$ cat config.mk
export PLATFORM = sky130hd
export DESIGN_NAME = twiddle_table
export DESIGN_NICKNAME = d
export VERILOG_FILES = /design/src/design/corr_cfg_pkg.sv /design/src/design/corr_num_pkg.sv /design/src/design/twiddle_table.sv
export SDC_FILE = /design/constraint.sdc
export NUM_CORES = 1
export LEC_CHECK = 0
export ABC_AREA = 1
export BUFFER_PORTS_ARGS = -buffer_cell sky130_fd_sc_hd__clkbuf_2
export CORE_AREA = 3 3 202 204
export CTS_BUF_LIST = sky130_fd_sc_hd__clkbuf_2 sky130_fd_sc_hd__clkbuf_4 sky130_fd_sc_hd__clkbuf_8
export DETAILED_ROUTE_END_ITERATION = 10
export DIE_AREA = 0 0 205 207
export PLACE_DENSITY = 0.75
export SYNTH_ARGS = -nofsm -noshare
export SYNTH_HDL_FRONTEND = slang
export SYNTH_SLANG_ARGS = --single-unit
$ cat constraint.sdc
create_clock -name clk -period 3.4 [get_ports clk]
set_clock_uncertainty 0.05 [all_clocks]
set_input_delay 0.51 -clock clk [delete_from_list [all_inputs] [get_ports clk]]
set_output_delay 0.51 -clock clk [all_outputs]
set_load 0.01 [all_outputs]
$ cat src/design/corr_cfg_pkg.sv
package corr_cfg_pkg;

    // comb length, also the twiddle table depth
    localparam int DFT_LEN = 16;
    localparam int TW_ADDR_W = $clog2(DFT_LEN);

    // width of the acc_len window setting
    localparam int ACC_LEN_W = 16;

    // products are shifted down by this before saturation
    localparam int CORR_SHIFT = 16;

endpackage

$ cat src/design/corr_num_pkg.sv
package corr_num_pkg;

    // input sample, signed Q1.13
    localparam int DIN_W = 14;
    localparam int DIN_POINT = 13;

    // twiddle, signed Q2.14
    localparam int TWIDD_W = 16;
    localparam int TWIDD_POINT = 14;

    localparam int MOD_W = 18;
    localparam int BIN_W = 32;
    localparam int ACC_IN_W = 24;
    localparam int ACC_W = 40;

    // full precision of sample times twiddle, and of bin times bin
    localparam int MPROD_W = DIN_W + TWIDD_W + 1;
    localparam int PROD_W = 2 * BIN_W + 1;

    typedef struct packed {
        logic signed [DIN_W-1:0] re;
        logic signed [DIN_W-1:0] im;
    } cplx_sample_t;

    typedef struct packed {
        logic signed [TWIDD_W-1:0] re;
        logic signed [TWIDD_W-1:0] im;
    } twiddle_t;

    typedef struct packed {
        logic signed [MOD_W-1:0] re;
        logic signed [MOD_W-1:0] im;
    } mod_sample_t;

    typedef struct packed {
        logic signed [BIN_W-1:0] re;
        logic signed [BIN_W-1:0] im;
    } bin_t;

    typedef struct packed {
        logic signed [ACC_IN_W-1:0] r12_re;
        logic signed [ACC_IN_W-1:0] r12_im;
        logic [ACC_IN_W-1:0]        r11;
        logic [ACC_IN_W-1:0]        r22;
    } corr_terms_t;

    typedef struct packed {
        logic signed [ACC_W-1:0] r12_re;
        logic signed [ACC_W-1:0] r12_im;
        logic [ACC_W-1:0]        r11;
        logic [ACC_W-1:0]        r22;
    } corr_result_t;

endpackage

$ cat src/design/twiddle_table.sv
`timescale 1ns/1ps

module twiddle_table
    import corr_num_pkg::*;
    import corr_cfg_pkg::*;
(
    input  logic                 clk,
    input  logic                 rst,
    input  logic                 sample_strobe,
    input  logic                 twidd_we,
    input  logic [TW_ADDR_W-1:0] twidd_addr,
    input  twiddle_t             twidd_data,
    output twiddle_t             twiddle,
    output logic                 twiddle_valid
);

    twiddle_t             ram [DFT_LEN];
    logic [TW_ADDR_W-1:0] index;

    // one read port shared by both channels
    always_ff @(posedge clk) begin
        if (twidd_we) begin
            ram[twidd_addr] <= twidd_data;
        end
        twiddle <= ram[index];
    end

    // modulation index, wraps at DFT_LEN
    always_ff @(posedge clk) begin
        if (rst) begin
            index <= '0;
            twiddle_valid <= 1'b0;
        end else begin
            twiddle_valid <= sample_strobe;
            if (sample_strobe) begin
                index <= index + 1'b1;
            end
        end
    end

endmodule

==> flow_summary_export.csv <==
group,metric,value,unit
run_status,status,"complete, no violations",
power,p_leak,10.9,nW
power,ir_drop,310,uV
route,routedWlPerCell,19.2,um
worst_hold_path,min_to,"twiddle_valid",
power,p_int,10.9,mW
synth,yosys.cell_count.top_type,"nand2_1",
floorplan,start_util,58.1,%
global_route,grt-ovfl-total,0,
flow_run,maxCapViolCount,0,
synth,synth_common_cells,"nand2_1 (680), edfxtp_1 (512), inv_1 (390)",
sta,grt_setup_unrepaired,"no",
final_layout,register_area,0.0161,mm2
worst_hold_path,holdPathStages,2,
power,seqPwrFrac,53.8,%
clocking,cts_resized,0,
clocking,postCtsSetupBuffers,0,
clocking,h-tree-depth,3,
global_route,grt_antenna_before_repair,0,
critical_path,critPathSlowestCell,"buf_12",
floorplan,pin_count,73,
sta,min_period,2.37,ns
power,p_switching,3.33,mW
floorplan,num_rows,73,
worst_hold_path,min_path_type,"input port to flip-flop",
route,via_count,15234,
global_route,grtUsageTotal,25.6,%
power,combPwrFrac,7.5,%
critical_path,critPathArrivalTime,2.83,ns
final_layout,layout-drive-gt1-share,12.1,%
sta,tns,0,ns
clocking,cts-buffers-inserted,84,
sta,fmax,421,MHz
clocking,clock_latency,0.64,ns
synth,avgSynthCellArea,10.7,um2
sta,worstMarginPinSlew,1.28,ns
global_route,grt_pass1_wl,83.6,mm
final_layout,diodes,0,
floorplan,die_area,0.0424,mm2
clocking,cts_sinks,549,
sta,finalHoldViolCount,0,
sta,drv_slew,0,
clocking,clk_path_buf_depth,3,
clocking,cts_hold_buf,0,
synth,synth_nets,2182,
critical_path,timing.rr.end,"twiddle[15]",
route,drc_errors,0,
critical_path,crit_required,3.86,ns
critical_path,worst-path-max-fanout,258,
sta,setup_viol,0,
critical_path,crit_path_start_kind,"flip-flop",
placed_design,port_buffers,72,
final_layout,area_delta_synth_final,10.8,%
power,clockPowerShare,38.7,%
synth,seq_area_frac_synth,70.3,%
route,dr.first_iter.drc_count,1568,
clocking,cts_tree,"built",
critical_path,worst-setup-path-type,"flip-flop to flip-flop",
synth,yosysTopAreaCell,"edfxtp_1",
worst_hold_path,hp-start,"rst",
critical_path,r2r_start,"index[0]",
floorplan,die_h,207,um
synth,synth_ff_type,"edfxtp_1",
critical_path,r2r_setup_slack,1.03,ns
critical_path,critPathCaptureType,"flip-flop",
synth,syn_area,0.0229,mm2
synth,synth_seq_cells,549,
final_layout,multiInputGateArea,0.00473,mm2
critical_path,cp_slowest_stage_delay,0.75,ns
synth,synth_edf_count,512,
critical_path,crit_chain,"buf_12 -> nand2_1 -> nand3_1 -> nand3_1 -> nand3_1 -> nand2_1",
final_layout,final_cells,2821,
critical_path,path_common_cell,"nand3_1",
global_route,grt_max_degree,259,
synth,synth_top_area_share,67.1,%
synth,yosys_warnings,0,
synth,yosys-top-cells-area,"edfxtp_1 (67%), nand2_1 (11%), nand3_1 (8.4%)",
global_route,grt_pass1_vias,14873,
synth,synth_cell_types,19,
route,ant_nets,0,
power,p_per_area,559,mW/mm2
route,drt-total-wl,54.1,mm
critical_path,rr_worst_depth,6,
clocking,clk_pin_slew_worst_paths,0.06,ns
placed_design,finalWeightedCongestion,0.854,
synth,async_flop_share,0,%
route,viasPerCell,5.40,
clocking,root_buffer,"clkbuf_8",
floorplan,core-area,0.0395,mm2
final_layout,nNetsFinal,2270,
sta,max_slew_margin,14.8,%
route,dr.pass1.iters,6,
placed_design,hpwl,30.4,mm
power,swShare,23.4,%
placed_design,dp.cells,2668,
sta,finalCritPeriodShare,69.8,%
final_layout,final.fill_count,2937,
synth,netlist_instances,2141,
floorplan,die_x,205,um
-- metal layers --
layer | part of all wire [%] | track usage [%] | vias up
li1 | - | - | 7093
met1 | 41 | 37.0 | 7192
met2 | 47 | 39.0 | 839
met3 | 10 | 5.26 | 110
met4 | 2.5 | 9.17 | 0
met5 | 0 | 0 | -
-- worst max path at each step --
stage,startpoint,end,slack (ns),cells after the start
final,index[0],twiddle[15],1.03,6
after global routing,index[0],twiddle[15],0.96,6
after CTS,index[0],twiddle[15],1.16,6
after detailed placement,twidd_addr[3],ram[7][24],1.06,4
after global placement,twidd_we,ram[14][23],1.10,4
after floorplan,twidd_addr[2],ram[10][0],0.85,2
-- power by group through the flow --
| stage | registers, mW | logic [mW] | clock network, mW |
|---|---|---|---|
| 2_1_floorplan | 7.79 | 0.662 | 0 |
| 3_5_place_dp | 7.78 | 1.06 | 0 |
| 6_report | 7.64 | 1.07 | 5.49 |
| 3_3_place_gp | 7.78 | 1.03 | 0 |
| 4_1_cts | 7.64 | 1.06 | 5.56 |
| 5_1_grt | 7.65 | 1.18 | 5.86 |
-- sequential cells by signal, summed over array words and instances, names as in the netlist --
| name | flops |
|---|---|
| twiddle_valid | 1 |
| twiddle | 32 |
| index | 4 |
| ram | 512 |
-- placed cells by master, fill, tap and decap left out, types with 4 or more instances in the layout --
cell type  instances
clkbuf_4          45
a21oi_1            4
nand2_1          680
clkbuf_8          89
buf_4             31
edfxtp_1         512
nor2_4            16
clkinv_1           7
clkinv_2           4
nand3_1          385
buf_12             5
clkbuf_2          72
dfxtp_1           33
inv_1            389
-- cell families after synthesis --
group,after synthesis,share of synthesized area (%)
AOI/OAI and AO/OA,7,0.153
adders and majority gates,1,0.0546
buffers and inverters,498,9.51
DFF,549,70.3
and+or+nand+nor,1086,19.9
-- worst max-delay path: cells and delay by family (launching register included) --
kind	cells	cell delay, ns
DFF	1	0.38
buffers and inverters	1	0.75
and+or+nand+nor	5	0.80
-- area by class of cell --
class	count	area share [%]
clock buffers	134	6.15
clock inverters	19	0.557
inverters	392	5.82
multi-input cells	1094	18.6
flip-flops and latches	549	63.5
well taps	525	2.59
repair buffers	108	2.73
-- through the flow --
| step | power [mW] | hold slack [ns] | setup slack (ns) | utilization (%) | cell area (um2) |
|---|---|---|---|---|---|
| floorplan | 8.45 | 0.526 | 0.847 | - | 22900 |
| global placement | 8.81 | 0.598 | 1.10 | 60.0 | 23700 |
| detailed placement | 8.84 | 0.602 | 1.06 | 60.0 | 23700 |
| CTS | 14.3 | 0.0422 | 1.16 | 64.4 | 25400 |
| global route | 14.7 | 0.0560 | 0.955 | 64.4 | 25400 |
| finish | 14.2 | 0.0779 | 1.03 | 64.4 | 25400 |
(Power assumes the default switching activity.)
