## config.mk

```make
export PLATFORM = sky130hd
export DESIGN_NAME = window_accumulator
export DESIGN_NICKNAME = d
export VERILOG_FILES = /design/src/design/corr_cfg_pkg.sv /design/src/design/corr_num_pkg.sv /design/src/design/window_accumulator.sv
export SDC_FILE = /design/constraint.sdc
export NUM_CORES = 1
export LEC_CHECK = 0
export ABC_AREA = 1
export BUFFER_PORTS_ARGS = -buffer_cell sky130_fd_sc_hd__buf_2
export CORE_UTILIZATION = 60
export CTS_BUF_LIST = sky130_fd_sc_hd__clkbuf_4
export DETAILED_ROUTE_END_ITERATION = 12
export GPL_TIMING_DRIVEN = 0
export PLACE_DENSITY = 0.9
export SYNTH_ARGS = -nofsm -noshare
export SYNTH_HDL_FRONTEND = slang
export SYNTH_SLANG_ARGS = --single-unit
```

## constraint.sdc

```tcl
create_clock -name clk -period 16.5 [get_ports clk]
set_input_delay 1.65 -clock clk [delete_from_list [all_inputs] [get_ports clk]]
set_output_delay 1.65 -clock clk [all_outputs]
set_load 0.01 [all_outputs]
```

## src/design/corr_cfg_pkg.sv

```systemverilog
package corr_cfg_pkg;

    // comb length, also the twiddle table depth
    localparam int DFT_LEN = 16;
    localparam int TW_ADDR_W = $clog2(DFT_LEN);

    // width of the acc_len window setting
    localparam int ACC_LEN_W = 16;

    // products are shifted down by this before saturation
    localparam int CORR_SHIFT = 16;

endpackage

```

## src/design/corr_num_pkg.sv

```systemverilog
package corr_num_pkg;

    // input sample, signed Q1.13
    localparam int DIN_W = 14;
    localparam int DIN_POINT = 13;

    // twiddle, signed Q2.14
    localparam int TWIDD_W = 16;
    localparam int TWIDD_POINT = 14;

    localparam int MOD_W = 18;
    localparam int BIN_W = 32;
    localparam int ACC_IN_W = 24;
    localparam int ACC_W = 40;

    // full precision of sample times twiddle, and of bin times bin
    localparam int MPROD_W = DIN_W + TWIDD_W + 1;
    localparam int PROD_W = 2 * BIN_W + 1;

    typedef struct packed {
        logic signed [DIN_W-1:0] re;
        logic signed [DIN_W-1:0] im;
    } cplx_sample_t;

    typedef struct packed {
        logic signed [TWIDD_W-1:0] re;
        logic signed [TWIDD_W-1:0] im;
    } twiddle_t;

    typedef struct packed {
        logic signed [MOD_W-1:0] re;
        logic signed [MOD_W-1:0] im;
    } mod_sample_t;

    typedef struct packed {
        logic signed [BIN_W-1:0] re;
        logic signed [BIN_W-1:0] im;
    } bin_t;

    typedef struct packed {
        logic signed [ACC_IN_W-1:0] r12_re;
        logic signed [ACC_IN_W-1:0] r12_im;
        logic [ACC_IN_W-1:0]        r11;
        logic [ACC_IN_W-1:0]        r22;
    } corr_terms_t;

    typedef struct packed {
        logic signed [ACC_W-1:0] r12_re;
        logic signed [ACC_W-1:0] r12_im;
        logic [ACC_W-1:0]        r11;
        logic [ACC_W-1:0]        r22;
    } corr_result_t;

endpackage

```

## src/design/window_accumulator.sv

```systemverilog
`timescale 1ns/1ps

module window_accumulator
    import corr_num_pkg::*;
    import corr_cfg_pkg::*;
(
    input  logic                 clk,
    input  logic                 rst,
    input  logic                 clear,
    input  corr_terms_t          terms,
    input  logic                 terms_valid,
    input  logic [ACC_LEN_W-1:0] acc_len,
    output corr_result_t         result,
    output logic                 dout_valid
);

    logic [ACC_LEN_W-1:0] count;
    logic [ACC_LEN_W-1:0] len_q;
    logic [ACC_LEN_W-1:0] cur_len;
    logic                 first;
    logic                 last;
    corr_result_t         acc;
    corr_result_t         acc_next;

    // window length is taken with the first term, 0 counts as 1
    always_comb begin
        first = (count == '0);
        if (first) begin
            cur_len = (acc_len == '0) ? ACC_LEN_W'(1) : acc_len;
        end else begin
            cur_len = len_q;
        end
        last = (count + 1'b1 == cur_len);
    end

    always_comb begin
        acc_next.r12_re = (first ? '0 : acc.r12_re) + ACC_W'(terms.r12_re);
        acc_next.r12_im = (first ? '0 : acc.r12_im) + ACC_W'(terms.r12_im);
        acc_next.r11 = (first ? '0 : acc.r11) + ACC_W'(terms.r11);
        acc_next.r22 = (first ? '0 : acc.r22) + ACC_W'(terms.r22);
    end

    always_ff @(posedge clk) begin
        if (rst || clear) begin
            count <= '0;
            dout_valid <= 1'b0;
        end else begin
            dout_valid <= terms_valid && last;
            if (terms_valid) begin
                count <= last ? '0 : count + 1'b1;
            end
        end
    end

    always_ff @(posedge clk) begin
        if (terms_valid) begin
            acc <= acc_next;
            if (first) begin
                len_q <= cur_len;
            end
            if (last) begin
                result <= acc_next;
            end
        end
    end

endmodule

```

==> results.json <==
{
  "status": "finished clean",
  "grt_pass1_vias": 18100,
  "startpoint_type": "register",
  "worst_r2r_startpoint": "count[0]$_SDFFE_PP0P_",
  "ys_seq_elements": 353,
  "hp-class": "reg -> reg",
  "hold_viol": 0,
  "synth.distinct_cells": 41,
  "p_per_area_nw_per_um2": 92.4,
  "dpl_cell_area_um2": 23500,
  "crit_path_max_incr_delay_ps": 780,
  "row_count": 68,
  "grt_util_all_layers_pct": 31.6,
  "overflow": 0,
  "cts_tree": "done",
  "fin_skew_ps": 57.3,
  "core-area_um2": 34900,
  "synth_top_area_share_pct": 46.9,
  "synth_fp_nets": 2765,
  "ant_nets": 0,
  "synth_edf_count": 336,
  "final_area_um2": 24700,
  "ioPinCount": 277,
  "cts_root_buf": "clkbuf_4",
  "crit_top_cell": "nand2_1",
  "synth.cell_area_um2": 21500,
  "clkLatencyLatePin_ps": 810,
  "cp_data_required_time_ps": 17030,
  "hpwl_um": 43200,
  "synth-async-reset-ratio_pct": 0,
  "synth_common_cells": "nand2_1 (534), nor2_1 (392), inv_1 (384), edfxtp_1 (336), a21oi_1 (157)",
  "arrival_ps": 5790,
  "firstDrtPassIters": 7,
  "routedWlPerCell_um": 16.9,
  "crit_slowest_cell": "clkbuf_1",
  "vias": 18800,
  "synth_area_leaders": "edfxtp_1 (47%), nand2_1 (9.3%), ha_1 (7.4%)",
  "numCtsBuffers": 91,
  "gp_congestion": 0.979,
  "rsz0062_at_grt": "false",
  "worst_pin_slew_ps": 1010,
  "drtIter0Drc": 1278,
  "cts_buffer_depth": 3,
  "io_buffers": 276,
  "leakage_nw": 11.8,
  "via_per_inst": 5.49,
  "post-route-period-util_pct": 31.9,
  "drive_gt1_share_pct": 14.8,
  "post_cts_buffers": 0,
  "drc": 0,
  "cp_num_buf_inv": 5,
  "syn_avg_cell_area_um2": 8.54,
  "grt_first_pass_wirelength_um": 90200,
  "die_x_um": 191,
  "synth_most_common_cell": "nand2_1",
  "yosysTopAreaCell": "edfxtp_1",
  "yosysWarnings": 0,
  "min_from": "count[1]$_SDFFE_PP0P_",
  "path_clk_slew_ps": 70,
  "wl_um": 57600,
  "initial_core_util_pct": 61.6,
  "maxSlewHeadroom_pct": 32.8,
  "grt_max_degree": 121,
  "post-route-min-period_ps": 5260,
  "finalSetupViolations": 0,
  "cp-startpoint": "count[0]$_SDFFE_PP0P_",
  "htree_levels": 3,
  "ir_drop_mv": 0.0933,
  "dieArea_um2": 36600,
  "netlist_instances": 2517,
  "ctsHoldBuffers": 0,
  "crit_fanout": 10,
  "drv_slew": 0,
  "crit_path_end_kind": "register",
  "max_freq_mhz": 190,
  "ctsResizeCount": 0,
  "cts_sinks": 353,
  "synthFlopType": "edfxtp_1",
  "cpLargestDelayFamily": "buffers and inverters",
  "antenna_found_initial": 2,
  "finalSetupTns_ps": 0,
  "crit_path_cell_trace": "inv_1, ha_1, nand2_1, nor2_1, nand2_1, nor2_1, buf_2, clkbuf_1, clkbuf_1, nor2_1, ha_1, a21oi_1, nand2_1, a21boi_0, inv_1, nand2_1, nand2_1, a21oi_1, o21bai_1, nand2_1, nand2_1, nand2_1, nand2_1",
  "die_h_um": 191,
  "fin_nets": 3136,
  "crit_type": "reg -> reg",
  "cap_viol_max_count": 0,
  "areaGrowthSynthToFinish_pct": 14.7,
  "synth-seq-area-share_pct": 48.5
}
power breakdown:
group	internal (mW)	switching (mW)
Clock	0.377	0.383
Sequential	1.07	0.0156
Combinational	0.138	0.294
worst reg2reg max path, cell delays in order, from the launching register on:
cell      delay (ps)
dfxtp_1          360
inv_1            120
ha_1             240
nand2_1           80
nor2_1           100
nand2_1           70
nor2_1           150
buf_2            270
clkbuf_1         790
clkbuf_1         460
nor2_1            90
ha_1             370
a21oi_1          180
nand2_1          170
a21boi_0         350
inv_1            160
nand2_1           90
nand2_1          120
a21oi_1          370
o21bai_1         210
nand2_1          130
nand2_1           60
nand2_1           60
nand2_1           60
cells by family (layout without fill, tap and decap cells):
| family | count (synthesis) | in the layout | synth area share (%) |
|---|---|---|---|
| fa+ha+maj | 132 | 132 | 7.82 |
| simple gates | 1133 | 1133 | 21.6 |
| compound gates | 339 | 339 | 8.81 |
| buf+inv | 414 | 854 | 7.35 |
| flops | 353 | 353 | 48.5 |
| other cells | 0 | 1 | 0 |
| xor+xnor | 146 | 146 | 5.95 |
cells in the final DEF, fill, tap and decap left out, types with 24 or more instances in the layout:
cell,synthesis,layout
nand2_1,534,534
nor2_1,392,391
inv_1,384,383
edfxtp_1,336,336
buf_2,6,281
a21oi_1,157,157
ha_1,128,128
clkbuf_4,0,121
xor2_1,104,104
nand3_1,103,103
o21ai_0,89,89
xnor2_1,42,42
nand4_1,36,36
clkinv_1,2,32
a31oi_1,31,31
a21o_1,25,25
nor3_1,24,24
final cells by class:
cell class,count,area [um2]
Clock inverter,41,235
Inverter,387,1460
Fill cell,2736,10200
Timing Repair Buffer,278,1450
Sequential cell,353,10400
Antenna cell,1,2.50
Multi-Input combinational cell,1750,9500
Buffer,27,128
Tap cell,455,569
Clock buffer,121,908
per-layer routing:
metal / vias to the layer above / GRT usage (%) / wire length (um)
met3: 160 / 6.35 / 4550
met2: 801 / 52.7 / 27200
met4: 2 / 15.7 / 2460
li1: 9175 / - / -
met5: - / 0 / 14
met1: 8615 / 38.9 / 23400
flip-flops by register name, summed over array words and instances (netlist names):
name        flops
dout_valid      1
count          16
result        160
acc           160
len_q          16
through the flow:
stage | hold slack, ps | utilization [%] | setup WS, ps | std cells | total power [mW]
after global routing | 571 | 70.7 | 10890 | 3413 | 2.39
final | 535 | 70.7 | 11240 | 3413 | 2.28
after floorplan | 488 | - | 10390 | 2517 | 1.40
after global placement | 509 | 67.2 | 6560 | 3248 | 1.51
after detailed placement | 518 | 67.4 | 11220 | 3250 | 1.53
after CTS | 528 | 70.7 | 11250 | 3412 | 2.29
final timing paths:
check / end / slack (ps) / cells after the start
min: count[1]$_SDFFE_PP0P_ / 530 / 2
max: result[109]$_DFFE_PP_ / 11240 / 23
min reg2reg: count[1]$_SDFFE_PP0P_ / 530 / 2
max reg2reg: result[109]$_DFFE_PP_ / 11240 / 23
No activity file was read; power rests on OpenSTA's default activity.
