## src/design/corr_cfg_pkg.sv

```systemverilog
package corr_cfg_pkg;

    // comb length, also the twiddle table depth
    localparam int DFT_LEN = 16;
    localparam int TW_ADDR_W = $clog2(DFT_LEN);

    // width of the acc_len window setting
    localparam int ACC_LEN_W = 16;

    // products are shifted down by this before saturation
    localparam int CORR_SHIFT = 16;

endpackage

```

## src/design/corr_num_pkg.sv

```systemverilog
package corr_num_pkg;

    // input sample, signed Q1.13
    localparam int DIN_W = 14;
    localparam int DIN_POINT = 13;

    // twiddle, signed Q2.14
    localparam int TWIDD_W = 16;
    localparam int TWIDD_POINT = 14;

    localparam int MOD_W = 18;
    localparam int BIN_W = 32;
    localparam int ACC_IN_W = 24;
    localparam int ACC_W = 40;

    // full precision of sample times twiddle, and of bin times bin
    localparam int MPROD_W = DIN_W + TWIDD_W + 1;
    localparam int PROD_W = 2 * BIN_W + 1;

    typedef struct packed {
        logic signed [DIN_W-1:0] re;
        logic signed [DIN_W-1:0] im;
    } cplx_sample_t;

    typedef struct packed {
        logic signed [TWIDD_W-1:0] re;
        logic signed [TWIDD_W-1:0] im;
    } twiddle_t;

    typedef struct packed {
        logic signed [MOD_W-1:0] re;
        logic signed [MOD_W-1:0] im;
    } mod_sample_t;

    typedef struct packed {
        logic signed [BIN_W-1:0] re;
        logic signed [BIN_W-1:0] im;
    } bin_t;

    typedef struct packed {
        logic signed [ACC_IN_W-1:0] r12_re;
        logic signed [ACC_IN_W-1:0] r12_im;
        logic [ACC_IN_W-1:0]        r11;
        logic [ACC_IN_W-1:0]        r22;
    } corr_terms_t;

    typedef struct packed {
        logic signed [ACC_W-1:0] r12_re;
        logic signed [ACC_W-1:0] r12_im;
        logic [ACC_W-1:0]        r11;
        logic [ACC_W-1:0]        r22;
    } corr_result_t;

endpackage

```

## src/design/msdft_channel.sv

```systemverilog
`timescale 1ns/1ps

module msdft_channel
    import corr_num_pkg::*;
    import corr_cfg_pkg::*;
(
    input  logic         clk,
    input  logic         rst,
    input  cplx_sample_t sample,
    input  twiddle_t     twiddle,
    input  logic         valid,
    output bin_t         bin,
    output logic         bin_valid
);

    logic signed [MPROD_W-1:0] prod_re;
    logic signed [MPROD_W-1:0] prod_im;
    logic signed [MPROD_W-1:0] shift_re;
    logic signed [MPROD_W-1:0] shift_im;
    mod_sample_t               mod;
    logic                      mod_valid;
    mod_sample_t               hist [DFT_LEN];
    mod_sample_t               oldest;

    // complex modulation, floor back to twiddle scale
    always_comb begin
        prod_re = sample.re * twiddle.re - sample.im * twiddle.im;
        prod_im = sample.re * twiddle.im + sample.im * twiddle.re;
        shift_re = prod_re >>> TWIDD_POINT;
        shift_im = prod_im >>> TWIDD_POINT;
    end

    always_ff @(posedge clk) begin
        mod.re <= shift_re[MOD_W-1:0];
        mod.im <= shift_im[MOD_W-1:0];
    end

    always_ff @(posedge clk) begin
        if (rst) begin
            mod_valid <= 1'b0;
        end else begin
            mod_valid <= valid;
        end
    end

    // comb delay line
    // fills with zeros for as long as the flush holds reset
    always_ff @(posedge clk) begin
        if (rst || mod_valid) begin
            hist[0] <= rst ? '0 : mod;
            for (int i = 1; i < DFT_LEN; i++) begin
                hist[i] <= hist[i-1];
            end
        end
    end

    assign oldest = hist[DFT_LEN-1];

    // integrator, sum of the last DFT_LEN modulated samples
    always_ff @(posedge clk) begin
        if (rst) begin
            bin <= '0;
            bin_valid <= 1'b0;
        end else begin
            bin_valid <= mod_valid;
            if (mod_valid) begin
                bin.re <= bin.re + mod.re - oldest.re;
                bin.im <= bin.im + mod.im - oldest.im;
            end
        end
    end

endmodule

```

## config.mk

```make
export PLATFORM = sky130hd
export DESIGN_NAME = msdft_channel
export DESIGN_NICKNAME = d
export VERILOG_FILES = /design/src/design/corr_cfg_pkg.sv /design/src/design/corr_num_pkg.sv /design/src/design/msdft_channel.sv
export SDC_FILE = /design/constraint.sdc
export NUM_CORES = 2
export LEC_CHECK = 0
export BUFFER_PORTS_ARGS = -buffer_cell sky130_fd_sc_hd__buf_4
export CORE_ASPECT_RATIO = 1.25
export CORE_UTILIZATION = 64
export DETAILED_ROUTE_END_ITERATION = 8
export HOLD_SLACK_MARGIN = 0.15
export PLACE_DENSITY_LB_ADDON = 0.3
export SYNTH_ARGS = -nofsm -noshare
export SYNTH_HDL_FRONTEND = slang
export SYNTH_SLANG_ARGS = --single-unit
```

## constraint.sdc

```tcl
create_clock -name clk -period 23 [get_ports clk]
set_input_delay 4.6 -clock clk [delete_from_list [all_inputs] [get_ports clk]]
set_output_delay 4.6 -clock clk [all_outputs]
set_load 0.01 [all_outputs]
```

==> impl.org <==
** Worst setup path
- In this run the worst path has a maximum fanout of 25.
- At the worst endpoint, the arrival time is 12170 ps.
- Worst Setup End Kind :: register
- The worst setup path is of the in -> reg kind.
- The worst setup path is launched from an input pin.
- Required time reported for the critical path endpoint :: 23560 ps

** Run status
- The flow ran to the end, and the final reports show no timing, DRC or antenna violations.

** Detailed routing
- The detailed router put a total of 45810 um of wire on met1.
- Once detail routing completed, the nets flagged for antenna violations numbered 0.
- For this block, the routed nets add up to 118900 um of wire.
- Mean routed wirelength per cell :: 18.98 um
- Met2 routed WL :: 60440 um
- Detailed-route vias per instance :: 5.497
- In this run the top signal layer used is met5.
- Summed over all nets, wire length on met3 after detailed routing comes to 8272 um.
- Starting DRT DRC Count :: 2432
- Pre-antenna DRT Iters :: 6
- Total via count in the routed design :: 34430
- Post-route DRC violation count :: 0

** Synthesis
- Cell types with the largest area share after synthesis :: sky130_fd_sc_hd__fa_1, sky130_fd_sc_hd__edfxtp_1, sky130_fd_sc_hd__inv_1
- Number of synthesized register bits :: 644
- Synthesis produced a netlist with a net count of 6472.
- The number of different library cells used by synthesis comes to 74.
- Yosys synthesis warning count :: 0
- For this run, the register share of the synthesized area comes to 0.3171.
- Post-synth top area share :: 0.3694
- Mean post-synth cell area :: 11.49 um^2
- In the synthesized netlist the async set-or-reset flop fraction comes to 0.
- Top FF cell, synth :: sky130_fd_sc_hd__edfxtp_1
- The mapped netlist covers 57820 um^2.
- Yosys mapped a number of flops with a built-in enable equal to 544.
- Cell accounting for the most synthesized area :: sky130_fd_sc_hd__fa_1
- Post-synthesis instance total :: 5033

** Timing
- Post-layout worst setup margin :: 11380 ps
- Final-layout worst hold slack :: 410.3 ps
- Minimum clock period after layout :: 11620 ps
- Worst slew margin relative to its limit :: 0.2986
- Pins Over Slew Limit :: 0
- Least-Margin Pin Slew :: 1052 ps
- Fraction of the cycle the final worst path needs :: 0.5050
- Setup repair after global routing left no endpoint under its margin.
- Setup violators final :: 0
- Highest achievable clock rate :: 86.09 MHz
- Clock skew on the completed layout was measured at 26.26 ps.
- Final total negative setup slack :: 0 ps
- Final Hold Viols :: 0

** Layout
- In the final design database the tool counted 6472 nets.
- Growth of design area from synthesis to finish :: 6.682%
- For this run, the share of the core covered by cells in the final layout is 0.6932.
- Counting the fill cells in the layout gives 6221.
- Ratio of cells with drive above 1 in the final layout :: 0.05196

** Die
- The region available for standard cell placement spans 88990 um^2.
- The die covers 91560 um^2.
- Chip Height :: 338.1 um
- For this configuration, the core starts out at a cell density of 0.6498.
- # rows :: 122
- Die Width :: 270.9 um
- I/O pin cnt :: 128

** Clocking
- TritonCTS built the clock tree.
- After clock tree synthesis, the repair step resized 0 gates.
- Clock-pin slew reported for the worst setup and hold paths after clock tree synthesis :: 80 ps
- Root buffer selected by CTS :: sky130_fd_sc_hd__clkbuf_16
- Counting along the longest clock path gives a buffer depth of 3.
- The number of hold buffers added after CTS was 0.
- Buffers inserted during clock tree synthesis total 57.
- CTS saw 644 sinks.
- Count of H-tree levels built during CTS :: 2
- Worst-Skew Late Latency :: 650 ps
- Post-CTS Repair Setup Buffers :: 0

** Place
- Final weighted congestion in routability-driven placement :: 0.8950
- DP Wirelength :: 86920 um
- Input and output buffers added on the ports amount to 127.
- OpenSTA, run right after detailed placement, puts the worst setup slack at 10960 ps.

** Global routing
- After global routing the overflow that remains totals 0.
- Entering global routing, the biggest net connects 186 pins.
- Wire length of the first global-routing pass :: 195400 um
- Number of antenna violations at the first check in global routing :: 5
- All-Layer GR Usage :: 0.2760
- The via count of the first global-routing pass was 37560.

** Worst hold path
- The worst hold path belongs to the class reg -> reg.

** Job
- Max-cap violations in this run came to 0.
## flip-flops by register name, indices dropped and copies added, names as in the netlist
name	cells
bin	64
hist	544
bin_valid	1
mod_valid	1
mod	34
## metrics by stage
stage,cells,cell area (um^2)
floorplan,5033,57820
global placement,6152,59620
detailed placement,6152,59620
CTS,6259,61680
global route,6261,61680
finish,6263,61690
## final cells by class
type	instances	area [um^2]	area share
diodes	4	10.01	0.0001623
clock buffers	58	1430	0.02318
clock inverters	49	623.1	0.01010
inverters	1240	4662	0.07557
multi-input cells	2953	34100	0.5527
flip-flops and latches	644	18340	0.2973
well taps	1178	1474	0.02389
repair buffers	137	1054	0.01708
## worst max-delay path, stage by stage
cell and delay (ps):
sky130_fd_sc_hd__buf_4 180, sky130_fd_sc_hd__inv_1 780, sky130_fd_sc_hd__nor2_1 120, sky130_fd_sc_hd__fa_1 530
sky130_fd_sc_hd__inv_1 60, sky130_fd_sc_hd__fa_1 520, sky130_fd_sc_hd__fa_1 430, sky130_fd_sc_hd__fa_1 520
sky130_fd_sc_hd__inv_1 60, sky130_fd_sc_hd__fa_1 550, sky130_fd_sc_hd__fa_1 420, sky130_fd_sc_hd__fa_1 500
sky130_fd_sc_hd__inv_1 50, sky130_fd_sc_hd__fa_1 480, sky130_fd_sc_hd__inv_1 40, sky130_fd_sc_hd__ha_1 190
sky130_fd_sc_hd__nor2_1 210, sky130_fd_sc_hd__o211ai_1 150, sky130_fd_sc_hd__a41oi_1 380, sky130_fd_sc_hd__o31a_1 370
sky130_fd_sc_hd__a21oi_1 200, sky130_fd_sc_hd__a221oi_1 420, sky130_fd_sc_hd__inv_1 80, sky130_fd_sc_hd__a21oi_1 180
sky130_fd_sc_hd__xnor2_1 160
## cells in the mapped netlist (4+ instances only)
library cell and count:
sky130_fd_sc_hd__a211oi_1 8, sky130_fd_sc_hd__a21boi_0 4, sky130_fd_sc_hd__a21o_1 24, sky130_fd_sc_hd__a21oi_1 65
sky130_fd_sc_hd__a21oi_2 4, sky130_fd_sc_hd__a31oi_1 8, sky130_fd_sc_hd__and2_1 425, sky130_fd_sc_hd__and3_1 10
sky130_fd_sc_hd__clkbuf_1 193, sky130_fd_sc_hd__dfxtp_1 100, sky130_fd_sc_hd__edfxtp_1 544, sky130_fd_sc_hd__fa_1 1067
sky130_fd_sc_hd__ha_1 309, sky130_fd_sc_hd__inv_1 1239, sky130_fd_sc_hd__mux2i_1 33, sky130_fd_sc_hd__nand2_1 446
sky130_fd_sc_hd__nand2b_1 24, sky130_fd_sc_hd__nand3_1 21, sky130_fd_sc_hd__nand4_1 8, sky130_fd_sc_hd__nor2_1 177
sky130_fd_sc_hd__nor2b_1 9, sky130_fd_sc_hd__nor3_1 17, sky130_fd_sc_hd__nor3b_1 4, sky130_fd_sc_hd__nor4_1 4
sky130_fd_sc_hd__o2111ai_1 5, sky130_fd_sc_hd__o211ai_1 8, sky130_fd_sc_hd__o21a_1 22, sky130_fd_sc_hd__o21ai_0 42
sky130_fd_sc_hd__o21ai_1 6, sky130_fd_sc_hd__o21bai_1 8, sky130_fd_sc_hd__o22ai_1 14, sky130_fd_sc_hd__o31a_1 6
sky130_fd_sc_hd__o32ai_1 4, sky130_fd_sc_hd__or3_1 8, sky130_fd_sc_hd__xnor2_1 85, sky130_fd_sc_hd__xor2_1 28
## cell usage in the layout, fill, tap and decap left out, types with 14 or more instances in the layout
cell / n
sky130_fd_sc_hd__clkbuf_16: 57
sky130_fd_sc_hd__clkinvlp_4: 14
sky130_fd_sc_hd__and2_1: 425
sky130_fd_sc_hd__ha_1: 309
sky130_fd_sc_hd__dfxtp_1: 99
sky130_fd_sc_hd__fa_1: 1067
sky130_fd_sc_hd__o22ai_1: 14
sky130_fd_sc_hd__xnor2_1: 85
sky130_fd_sc_hd__nand2_1: 446
sky130_fd_sc_hd__nand3_1: 21
sky130_fd_sc_hd__nor3_1: 17
sky130_fd_sc_hd__inv_1: 1239
sky130_fd_sc_hd__o21ai_0: 42
sky130_fd_sc_hd__xor2_1: 28
sky130_fd_sc_hd__nor2_1: 177
sky130_fd_sc_hd__a21o_1: 24
sky130_fd_sc_hd__o21a_1: 22
sky130_fd_sc_hd__edfxtp_1: 544
sky130_fd_sc_hd__a21oi_1: 65
sky130_fd_sc_hd__mux2i_1: 33
sky130_fd_sc_hd__nand2b_1: 24
sky130_fd_sc_hd__buf_4: 135
## routing by layer
| layer | up-vias | track usage |
|---|---|---|
| met1 | 17730 | 0.3612 |
| met5 | - | 0 |
| met3 | 270 | 0.03691 |
| met4 | 2 | 0.09737 |
| li1 | 15150 | - |
| met2 | 1277 | 0.4765 |
## worst paths after layout
check	startpoint	end	slack, ps	cells after the start
worst max register to register	mod[34]$_DFF_P_	bin[58]$_SDFFE_PP0P_	18700	15
worst max-delay path	sample[27]	mod[27]$_DFF_P_	11380	25
worst min register to register	hist[1][51]$_DFFE_PP_	hist[1][87]$_DFFE_PP_	410	0
worst min-delay path	hist[1][51]$_DFFE_PP_	hist[1][87]$_DFFE_PP_	410	0
## cell families (layout without fill, tap and decap cells)
family / count (synthesis) / count (layout) / synth area share
buf+inv: 1436 / 1484 / 0.09322
fa+ha+maj: 1376 / 1376 / 0.4363
simple gates: 1166 / 1166 / 0.09882
flops: 644 / 644 / 0.3171
compound gates: 263 / 263 / 0.03135
xor+xnor: 113 / 113 / 0.01712
mux: 35 / 35 / 0.006102
other cells: 0 / 4 / 0
Power is left out: the tool's default activity adds up to more than one toggle a clock period on the data nets, which glitch-free logic cannot reach.
